--- src/hw/wg_bus_pkg.sv ---
// Widths and channel bundles of the observed AXI write path.
// The watchdog only samples these signals and never drives them.

package wg_bus_pkg;

  localparam int IdWidth   = 4;
  localparam int AddrWidth = 32;
  localparam int LenWidth  = 8;

  // Write address channel as seen by the monitor
  typedef struct packed {
    logic                 valid;
    logic                 ready;
    logic [IdWidth-1:0]   id;
    logic [AddrWidth-1:0] addr;
    logic [LenWidth-1:0]  len;
  } aw_bus_t;

  // Write data channel, only the beat boundary matters here
  typedef struct packed {
    logic valid;
    logic ready;
    logic last;
  } w_bus_t;

  // Write response channel
  typedef struct packed {
    logic               valid;
    logic               ready;
    logic [IdWidth-1:0] id;
  } b_bus_t;

endpackage

--- src/hw/wg_mon_pkg.sv ---
// Monitor-side definitions of the write watchdog.
// Table size, timing budgets, phase and fault encodings, and the
// event and report bundles passed between the pipeline stages.

package wg_mon_pkg;

  import wg_bus_pkg::*;

  // Outstanding writes tracked at once
  localparam int MaxTxns   = 4;
  localparam int SlotWidth = $clog2(MaxTxns);
  // Width of every latency counter and budget
  localparam int CntWidth  = 16;

  // Budgets in clock cycles, expected stable while traffic runs
  typedef struct packed {
    logic [CntWidth-1:0] aw_stall;
    logic [CntWidth-1:0] unit_w;
    logic [CntWidth-1:0] resp;
  } budget_t;

  // Phase of one outstanding write
  typedef enum logic [1:0] {
    IDLE,
    WAIT_DATA,
    WAIT_RESP
  } phase_e;

  // Fault kinds, listed from highest to lowest priority
  typedef enum logic [1:0] {
    FAULT_AW_STALL,
    FAULT_DATA_LATE,
    FAULT_RESP_LATE,
    FAULT_UNWANTED_RESP
  } fault_e;

  // Registered handshake events with the payload sampled at the same edge
  typedef struct packed {
    logic                 aw_hs;
    logic                 w_last_hs;
    logic                 b_hs;
    logic                 aw_stall_over;
    logic [IdWidth-1:0]   aw_id;
    logic [AddrWidth-1:0] aw_addr;
    logic [LenWidth-1:0]  aw_len;
    logic [IdWidth-1:0]   b_id;
  } bus_event_t;

  // Latency report of one completed write
  typedef struct packed {
    logic [IdWidth-1:0]  id;
    logic [CntWidth-1:0] data_lat;
    logic [CntWidth-1:0] resp_lat;
  } done_rep_t;

  // Fault report with the captured write id and address
  typedef struct packed {
    fault_e               kind;
    logic [IdWidth-1:0]   id;
    logic [AddrWidth-1:0] addr;
  } fault_rep_t;

endpackage

--- src/hw/wg_event_decode.sv ---
// Event decoder of the write watchdog.
// Turns raw AW, W and B channel signals into one registered event per
// cycle and flags AW stalls that run past their budget.

module wg_event_decode (
  input  logic                            clk_i,
  input  logic                            rst_ni,
  input  wg_bus_pkg::aw_bus_t             aw_i,
  input  wg_bus_pkg::w_bus_t              w_i,
  input  wg_bus_pkg::b_bus_t              b_i,
  input  logic [wg_mon_pkg::CntWidth-1:0] budget_aw_i,
  output wg_mon_pkg::bus_event_t          ev_o
);

  import wg_bus_pkg::*;
  import wg_mon_pkg::*;

  logic                 aw_hs, w_last_hs, b_hs;
  logic                 aw_stall, stall_over;
  logic                 aw_hs_q, w_last_hs_q, b_hs_q, stall_over_q;
  logic [CntWidth-1:0]  stall_cnt_q;
  logic                 stall_flag_q;
  logic [IdWidth-1:0]   aw_id_q, b_id_q;
  logic [AddrWidth-1:0] aw_addr_q;
  logic [LenWidth-1:0]  aw_len_q;

  assign aw_hs     = aw_i.valid & aw_i.ready;
  assign w_last_hs = w_i.valid & w_i.ready & w_i.last;
  assign b_hs      = b_i.valid & b_i.ready;

  // A stall cycle is a pending address that the slave does not take
  assign aw_stall   = aw_i.valid & ~aw_i.ready;
  // Count reaches budget+1 at this edge, reported once per stall
  assign stall_over = aw_stall & (stall_cnt_q >= budget_aw_i) & ~stall_flag_q;

  always_ff @(posedge clk_i or negedge rst_ni) begin
    if (!rst_ni) begin
      stall_cnt_q  <= '0;
      stall_flag_q <= 1'b0;
    end else if (!aw_stall) begin
      stall_cnt_q  <= '0;
      stall_flag_q <= 1'b0;
    end else begin
      if (!(&stall_cnt_q)) begin
        stall_cnt_q <= stall_cnt_q + 1'b1;
      end
      if (stall_over) begin
        stall_flag_q <= 1'b1;
      end
    end
  end

  always_ff @(posedge clk_i or negedge rst_ni) begin
    if (!rst_ni) begin
      aw_hs_q      <= 1'b0;
      w_last_hs_q  <= 1'b0;
      b_hs_q       <= 1'b0;
      stall_over_q <= 1'b0;
    end else begin
      aw_hs_q      <= aw_hs;
      w_last_hs_q  <= w_last_hs;
      b_hs_q       <= b_hs;
      stall_over_q <= stall_over;
    end
  end

  // Payload is sampled every cycle, the flags say when it is meaningful
  always_ff @(posedge clk_i) begin
    aw_id_q   <= aw_i.id;
    aw_addr_q <= aw_i.addr;
    aw_len_q  <= aw_i.len;
    b_id_q    <= b_i.id;
  end

  assign ev_o = '{
    aw_hs:         aw_hs_q,
    w_last_hs:     w_last_hs_q,
    b_hs:          b_hs_q,
    aw_stall_over: stall_over_q,
    aw_id:         aw_id_q,
    aw_addr:       aw_addr_q,
    aw_len:        aw_len_q,
    b_id:          b_id_q
  };

endmodule

--- src/hw/wg_fault_report.sv ---
// Result stage of the write watchdog.
// Registers completion and fault reports onto the outputs, pulses the
// interrupt with each fault and holds the sticky reset request.

module wg_fault_report (
  input  logic                   clk_i,
  input  logic                   rst_ni,
  input  logic                   cmp_valid_i,
  input  wg_mon_pkg::done_rep_t  cmp_i,
  input  logic                   flt_valid_i,
  input  wg_mon_pkg::fault_rep_t flt_i,
  input  logic                   reset_clear_i,
  output logic                   done_valid_o,
  output wg_mon_pkg::done_rep_t  done_o,
  output logic                   fault_valid_o,
  output wg_mon_pkg::fault_rep_t fault_o,
  output logic                   irq_o,
  output logic                   reset_req_o
);

  logic reset_req_q;

  // Strobes are single cycle, there is no back-pressure
  always_ff @(posedge clk_i or negedge rst_ni) begin
    if (!rst_ni) begin
      done_valid_o  <= 1'b0;
      fault_valid_o <= 1'b0;
    end else begin
      done_valid_o  <= cmp_valid_i;
      fault_valid_o <= flt_valid_i;
    end
  end

  // Reports keep the last captured values between strobes
  always_ff @(posedge clk_i) begin
    if (cmp_valid_i) begin
      done_o <= cmp_i;
    end
    if (flt_valid_i) begin
      fault_o <= flt_i;
    end
  end

  // A new fault wins over a clear in the same cycle
  always_ff @(posedge clk_i or negedge rst_ni) begin
    if (!rst_ni) begin
      reset_req_q <= 1'b0;
    end else if (flt_valid_i) begin
      reset_req_q <= 1'b1;
    end else if (reset_clear_i) begin
      reset_req_q <= 1'b0;
    end
  end

  // Interrupt follows the fault strobe
  assign irq_o       = fault_valid_o;
  assign reset_req_o = reset_req_q;

endmodule

--- src/hw/wg_txn_tracker.sv ---
// Transaction tracker of the write watchdog.
// Keeps outstanding writes in issue order, runs one phase FSM and two
// latency counters per slot, and checks them against the budgets.

module wg_txn_tracker (
  input  logic                   clk_i,
  input  logic                   rst_ni,
  input  wg_mon_pkg::bus_event_t ev_i,
  input  wg_mon_pkg::budget_t    budget_i,
  output logic                   cmp_valid_o,
  output wg_mon_pkg::done_rep_t  cmp_o,
  output logic                   flt_valid_o,
  output wg_mon_pkg::fault_rep_t flt_o
);

  import wg_bus_pkg::*;
  import wg_mon_pkg::*;

  // Pointers carry one extra wrap bit to tell full from empty
  typedef logic [SlotWidth:0]   ptr_t;
  typedef logic [SlotWidth-1:0] idx_t;

  typedef struct packed {
    logic [IdWidth-1:0]   id;
    logic [AddrWidth-1:0] addr;
    logic [CntWidth-1:0]  dbud;
    logic [CntWidth-1:0]  dcnt;
    logic [CntWidth-1:0]  rcnt;
  } slot_t;

  phase_e                     phase_q [MaxTxns];
  slot_t                      slot_q  [MaxTxns];
  ptr_t                       wr_ptr_q, rd_ptr_q, wd_ptr_q;
  idx_t                       wr_idx, rd_idx, wd_idx;
  idx_t                       data_idx, resp_idx;
  logic                       full, aw_ok, aw_to_resp, w_move, b_match, flush;
  logic                       data_hit, resp_hit;
  logic [LenWidth:0]          len_plus;
  logic [CntWidth+LenWidth:0] dbud_wide;
  logic [CntWidth-1:0]        dbud_new;

  function automatic logic [CntWidth-1:0] sat_inc(logic [CntWidth-1:0] cnt);
    return (&cnt) ? cnt : cnt + 1'b1;
  endfunction

  assign wr_idx = wr_ptr_q[SlotWidth-1:0];
  assign rd_idx = rd_ptr_q[SlotWidth-1:0];
  assign wd_idx = wd_ptr_q[SlotWidth-1:0];
  assign full   = (wr_ptr_q - rd_ptr_q) == ptr_t'(MaxTxns);

  // Data budget scales with the number of beats, clamped to counter range
  assign len_plus  = {1'b0, ev_i.aw_len} + 1'b1;
  assign dbud_wide = budget_i.unit_w * len_plus;
  assign dbud_new  = (|dbud_wide[CntWidth+LenWidth:CntWidth]) ? '1
                                                              : dbud_wide[CntWidth-1:0];

  // Scan from the oldest slot so the first hit is the oldest late write
  always_comb begin
    idx_t idx;
    idx      = '0;
    data_hit = 1'b0;
    resp_hit = 1'b0;
    data_idx = '0;
    resp_idx = '0;
    for (int k = 0; k < MaxTxns; k++) begin
      idx = rd_idx + idx_t'(k);
      if (!data_hit && phase_q[idx] == WAIT_DATA && slot_q[idx].dcnt > slot_q[idx].dbud) begin
        data_hit = 1'b1;
        data_idx = idx;
      end
      if (!resp_hit && phase_q[idx] == WAIT_RESP && slot_q[idx].rcnt > budget_i.resp) begin
        resp_hit = 1'b1;
        resp_idx = idx;
      end
    end
  end

  // Writes complete in order, so only the oldest slot may take a B
  assign b_match = ev_i.b_hs && phase_q[rd_idx] == WAIT_RESP && slot_q[rd_idx].id == ev_i.b_id;

  always_comb begin
    flt_valid_o = 1'b1;
    flt_o       = '0;
    if (ev_i.aw_stall_over) begin
      flt_o.kind = FAULT_AW_STALL;
      flt_o.id   = ev_i.aw_id;
      flt_o.addr = ev_i.aw_addr;
    end else if (data_hit) begin
      flt_o.kind = FAULT_DATA_LATE;
      flt_o.id   = slot_q[data_idx].id;
      flt_o.addr = slot_q[data_idx].addr;
    end else if (resp_hit) begin
      flt_o.kind = FAULT_RESP_LATE;
      flt_o.id   = slot_q[resp_idx].id;
      flt_o.addr = slot_q[resp_idx].addr;
    end else if (ev_i.b_hs && !b_match) begin
      flt_o.kind = FAULT_UNWANTED_RESP;
      flt_o.id   = ev_i.b_id;
    end else begin
      flt_valid_o = 1'b0;
    end
  end

  assign flush       = flt_valid_o;
  assign cmp_valid_o = b_match & ~flush;
  assign cmp_o       = '{
    id:       slot_q[rd_idx].id,
    data_lat: slot_q[rd_idx].dcnt,
    resp_lat: slot_q[rd_idx].rcnt
  };

  assign aw_ok      = ev_i.aw_hs & ~full & ~flush;
  assign w_move     = ev_i.w_last_hs & (wd_ptr_q != wr_ptr_q);
  // W last may arrive together with its own address
  assign aw_to_resp = aw_ok & ev_i.w_last_hs & (wd_ptr_q == wr_ptr_q);

  always_ff @(posedge clk_i or negedge rst_ni) begin
    if (!rst_ni) begin
      for (int i = 0; i < MaxTxns; i++) begin
        phase_q[i] <= IDLE;
      end
      wr_ptr_q <= '0;
      rd_ptr_q <= '0;
      wd_ptr_q <= '0;
    end else if (flush) begin
      // Any fault drops every outstanding write
      for (int i = 0; i < MaxTxns; i++) begin
        phase_q[i] <= IDLE;
      end
      wr_ptr_q <= '0;
      rd_ptr_q <= '0;
      wd_ptr_q <= '0;
    end else begin
      if (aw_ok) begin
        phase_q[wr_idx] <= aw_to_resp ? WAIT_RESP : WAIT_DATA;
        wr_ptr_q        <= wr_ptr_q + 1'b1;
      end
      if (w_move) begin
        phase_q[wd_idx] <= WAIT_RESP;
      end
      if (w_move || aw_to_resp) begin
        wd_ptr_q <= wd_ptr_q + 1'b1;
      end
      if (cmp_valid_o) begin
        phase_q[rd_idx] <= IDLE;
        rd_ptr_q        <= rd_ptr_q + 1'b1;
      end
    end
  end

  // Counters start at one since the event reaches us one edge late
  always_ff @(posedge clk_i) begin
    for (int i = 0; i < MaxTxns; i++) begin
      if (aw_ok && wr_idx == idx_t'(i)) begin
        slot_q[i].id   <= ev_i.aw_id;
        slot_q[i].addr <= ev_i.aw_addr;
        slot_q[i].dbud <= dbud_new;
        slot_q[i].dcnt <= aw_to_resp ? '0 : CntWidth'(1);
        slot_q[i].rcnt <= CntWidth'(1);
      end else if (phase_q[i] == WAIT_DATA) begin
        if (w_move && wd_idx == idx_t'(i)) begin
          slot_q[i].rcnt <= CntWidth'(1);
        end else begin
          slot_q[i].dcnt <= sat_inc(slot_q[i].dcnt);
        end
      end else if (phase_q[i] == WAIT_RESP) begin
        slot_q[i].rcnt <= sat_inc(slot_q[i].rcnt);
      end
    end
  end

endmodule

--- src/hw/write_guard.sv ---
// Top level of the AXI write-channel watchdog.
// Observes AW, W and B handshakes, reports per-write latencies and
// raises an interrupt and a sticky reset request on any fault.

module write_guard (
  input  logic                   clk_i,
  input  logic                   rst_ni,
  input  wg_bus_pkg::aw_bus_t    aw_i,
  input  wg_bus_pkg::w_bus_t     w_i,
  input  wg_bus_pkg::b_bus_t     b_i,
  input  wg_mon_pkg::budget_t    budget_i,
  input  logic                   reset_clear_i,
  output logic                   done_valid_o,
  output wg_mon_pkg::done_rep_t  done_o,
  output logic                   fault_valid_o,
  output wg_mon_pkg::fault_rep_t fault_o,
  output logic                   irq_o,
  output logic                   reset_req_o
);

  import wg_mon_pkg::*;

  bus_event_t ev;
  logic       cmp_valid;
  done_rep_t  cmp;
  logic       flt_valid;
  fault_rep_t flt;

  wg_event_decode u_decode (
    .clk_i       (clk_i),
    .rst_ni      (rst_ni),
    .aw_i        (aw_i),
    .w_i         (w_i),
    .b_i         (b_i),
    .budget_aw_i (budget_i.aw_stall),
    .ev_o        (ev)
  );

  wg_txn_tracker u_tracker (
    .clk_i       (clk_i),
    .rst_ni      (rst_ni),
    .ev_i        (ev),
    .budget_i    (budget_i),
    .cmp_valid_o (cmp_valid),
    .cmp_o       (cmp),
    .flt_valid_o (flt_valid),
    .flt_o       (flt)
  );

  wg_fault_report u_report (
    .clk_i         (clk_i),
    .rst_ni        (rst_ni),
    .cmp_valid_i   (cmp_valid),
    .cmp_i         (cmp),
    .flt_valid_i   (flt_valid),
    .flt_i         (flt),
    .reset_clear_i (reset_clear_i),
    .done_valid_o  (done_valid_o),
    .done_o        (done_o),
    .fault_valid_o (fault_valid_o),
    .fault_o       (fault_o),
    .irq_o         (irq_o),
    .reset_req_o   (reset_req_o)
  );

endmodule

--- config.mk ---
export PLATFORM = sky130hd
export DESIGN_NAME = write_guard
export DESIGN_NICKNAME = d
export VERILOG_FILES = /design/src/hw/wg_bus_pkg.sv /design/src/hw/wg_mon_pkg.sv /design/src/hw/wg_event_decode.sv /design/src/hw/wg_fault_report.sv /design/src/hw/wg_txn_tracker.sv /design/src/hw/write_guard.sv
export SDC_FILE = /design/constraint.sdc
export NUM_CORES = 2
export LEC_CHECK = 0
export BUFFER_PORTS_ARGS = -buffer_cell sky130_fd_sc_hd__clkbuf_2
export CAP_MARGIN = 20
export CORE_MARGIN = 1
export CORE_UTILIZATION = 40
export DETAILED_ROUTE_END_ITERATION = 10
export GPL_ROUTABILITY_DRIVEN = 1
export GPL_TIMING_DRIVEN = 1
export PLACE_DENSITY = 0.66
export SLEW_MARGIN = 40
export SYNTH_ARGS = -nofsm -noshare
export SYNTH_HDL_FRONTEND = slang
export SYNTH_HIERARCHICAL = 1
export SYNTH_SLANG_ARGS = --single-unit
--- constraint.sdc ---
create_clock -name clk_i -period 8.9 [get_ports clk_i]
set_input_delay 0.89 -clock clk_i [delete_from_list [all_inputs] [get_ports clk_i]]
set_output_delay 0.89 -clock clk_i [all_outputs]
set_load 0.005 [all_outputs]
==> impl_metrics.csv <==
group,metric,value,unit
global_routing,overflow,0,
critical_path,crit_fanout,19,
clock_tree,h-tree-depth,2,
die,start_util,40.53,%
layout,final_common_cell,"edfxtp_1",
sta,rsz0062_at_grt,"no",
sta,drv_slew,0,
run_status,status,"finished with violations",
synth,synthCells,3188,
synth,synthArstFlopShare,8.216,%
sta,finalCritPeriodShare,81.90,%
die,num_io_pins,184,
layout,fillCellCount,8070,
clock_tree,cts_resized,0,
synth,synth_seq_cells,499,
critical_path,path_delay_family,"adder cells",
critical_path,endpoint_kind,"register",
power_and_ir_drop,leakage,0.01665,uW
layout,fin_cells,4531,
synth,syn-num-nets,3606,
sta,setup_tns,0,ns
sta,setup_viol,0,
die,die_w,301.7,um
power_and_ir_drop,max-vdd-ir-drop,170.2,uV
run,drv_cap,0,
clock_tree,clockBufferDepth,3,
critical_path,crit_path_frequent_cell,"fa_1",
layout,final_cell_mix,"edfxtp_1 (410), nand2_1 (319), inv_1 (263), ha_1 (212), mux4_2 (204)",
synth,synth_area,35930,sq um
synth,ys_types,75,
sta,finalHoldViolations,0,
run_status,violations,"DRC",
die,die_area,91020,sq um
critical_path,slowest_delay,0.73,ns
sta,tightest_slew,0.8661,ns
global_routing,grt_pass1_vias,25370,
clock_tree,cts_tree,"yes",
place,place_hpwl,66.88,mm
min_path,hp-class,"primary input to register",
routing,vias,26190,
clock_tree,clkLatencyLatePin,0.65,ns
sta,clock.fmax,137.2,MHz
synth,yosys_most_used_dff,"edfxtp_1",
die,die_h,301.7,um
routing,final_antenna_net_count,0,
critical_path,crit_required,9.15,ns
global_routing,grt_max_degree,92,
layout,nNetsFinal,3735,
sta,fin_skew,0.04046,ns
place,port_buffers,183,
clock_tree,numCtsBuffers,58,
synth,synth_top_area_share,34.27,%
synth,synth_edf_count,410,
clock_tree,clock-root-buffer,"clkbuf_16",
routing,viasPerCell,5.780,
routing,route.detailed.drc,11,
clock_tree,cts_sinks,499,
critical_path,cp_num_buf_inv,3,
die,core.rowCount,109,
sta,timing.slew.headroom,42.26,%
clock_tree,clk_pin_slew,0.06,ns
synth,yosys_warnings,6,
synth,synth_top_area_cell,"edfxtp_1",
critical_path,worstPathCellList,"ha_1 -> nand3_1 -> nor2_1 -> and3_1 -> and2_1 -> fa_1 -> inv_1 -> fa_1 -> fa_1 -> inv_1 -> fa_1 -> ha_1 -> a21o_1 -> a21oi_1 -> o211ai_1 -> a311oi_1 -> a22oi_1 -> or4_1 -> nor3_1 -> buf_4 -> o2111ai_1",
place,dp.cells,4421,
routing,drt_wl_total,94.80,mm
global_routing,grt_pass1_wl,146.3,mm
sta,period_minus_slack,7.290,ns
routing,drtIter0Drc,2165,
routing,wire_per_inst,20.92,um
critical_path,critical_path_class,"register to register",
critical_path,crit_arrival,7.54,ns
layout,areaGrowthSynthToFinish,11.93,%
critical_path,cp-start-kind,"register",
routing,first_pass_iters,10,
layout,drive_above_1_share,16.91,%
place,gp_congestion,0.9127,
synth,syn_avg_cell_area,11.27,sq um
global_routing,antenna_found_initial,1,
power_and_ir_drop,power_density,222.3,nW/um^2
die,core_region_area,88650,sq um
synth,yosys-top-cells-area,"edfxtp_1 (34%), mux4_2 (13%), ha_1 (7.4%)",
clock_tree,hold_buffers,0,
global_routing,grtUsageTotal,20.60,%
clock_tree,post_cts_buffers,0,
critical_path,crit_slowest_cell,"dfxtp_1",
synth,synth_seq_area_share,39.80,%
## layout make-up
| type | count | area [sq um] | share of cell area, % |
|---|---|---|---|
| well taps | 1165 | 1458 | 3.625 |
| flip-flops and latches | 499 | 14310 | 35.58 |
| diodes | 1 | 2.502 | 0.006223 |
| inverters | 268 | 1008 | 2.508 |
| multi-input cells | 2258 | 20070 | 49.92 |
| clock buffers | 68 | 1529 | 3.802 |
| clock inverters | 40 | 466.7 | 1.161 |
| repair buffers | 232 | 1368 | 3.401 |
## logic make-up after synthesis
group / after synthesis / synth area share (%)
AO/OA/AOI/OAI: 429 / 8.146
XOR/XNOR: 144 / 3.511
flip-flops: 499 / 39.80
multiplexers: 334 / 16.41
buffers and inverters: 431 / 4.733
adder cells (fa/ha/maj): 312 / 12.93
AND/OR/NAND/NOR: 1039 / 14.46
## Yosys cell counts (89+ instances only)
master,count
fa_1,99
clkbuf_1,94
ha_1,213
nand3_1,99
nor2b_1,89
inv_1,265
a21oi_1,152
nand2_1,319
and3_1,113
mux2i_1,130
mux4_2,204
nor2_1,195
edfxtp_1,410
## sequential cells by signal, indices dropped and copies added (netlist names), 3 cells and up
name	flops
u_tracker/slot_q	336
u_report/fault_o	38
u_report/done_o	36
u_decode/aw_addr_q	32
u_decode/stall_cnt_q	16
u_decode/aw_len_q	8
u_tracker/phase_q	8
u_decode/aw_id_q	4
u_decode/b_id_q	4
u_tracker/rd_ptr_q	3
u_tracker/wd_ptr_q	3
u_tracker/wr_ptr_q	3
## metal layers
| metal | global-route usage (%) | vias up | share of wire (%) |
|---|---|---|---|
| met1 | 26.66 | 13090 | 41 |
| li1 | - | 11980 | - |
| met3 | 3.098 | 152 | 6.8 |
| met5 | 0 | - | 0 |
| met4 | 6.650 | 0 | 2.8 |
| met2 | 35.28 | 966 | 49 |
## stage by stage
| step | power (uW) | area (sq um) | hold slack (ns) | utilization [%] | worst slack, ns |
|---|---|---|---|---|---|
| 2_1_floorplan | 5427 | 35930 | 0.4526 | - | 1.215 |
| 3_3_place_gp | 6400 | 38100 | 0.4652 | 42.98 | 1.515 |
| 3_5_place_dp | 6476 | 38170 | 0.4871 | 43.05 | 1.644 |
| 4_1_cts | 8977 | 40160 | 0.3055 | 45.31 | 1.627 |
| 5_1_grt | 9456 | 40210 | 0.3199 | 45.36 | 1.037 |
| 6_report | 8939 | 40210 | 0.3424 | 45.36 | 1.611 |
## report_power, final
part / total, uW / switching (uW) / internal, uW
logic: 3120 / 1840 / 1280
clock network: 2470 / 1010 / 1470
registers: 3350 / 385 / 2960
total: 8940 / 3230 / 5710
## worst register-to-register path: cells and delay by family (launching register included)
family | cells | cell delay [ns]
adder cells (fa/ha/maj) | 6 | 2.53
AND/OR/NAND/NOR | 6 | 1.70
AO/OA/AOI/OAI | 6 | 1.57
flip-flops | 1 | 0.73
buffers and inverters | 3 | 0.38
## worst paths after layout
check,from,end,slack [ns],cells past startpoint
max in group asynchronous,rst_ni,u_tracker/rd_ptr_q[0],7.90,2
min,aw_i[32],u_decode/aw_addr_q[24],0.34,1
min in group asynchronous,rst_ni,u_decode/stall_cnt_q[1],0.36,2
max reg2reg,u_decode/aw_len_q[0],u_tracker/slot_q[0][32],1.61,21
max,u_decode/aw_len_q[0],u_tracker/slot_q[0][32],1.61,21
min reg2reg,u_decode/aw_addr_q[14],u_tracker/slot_q[3][62],0.49,0
Power figures use the tool's default switching activity.
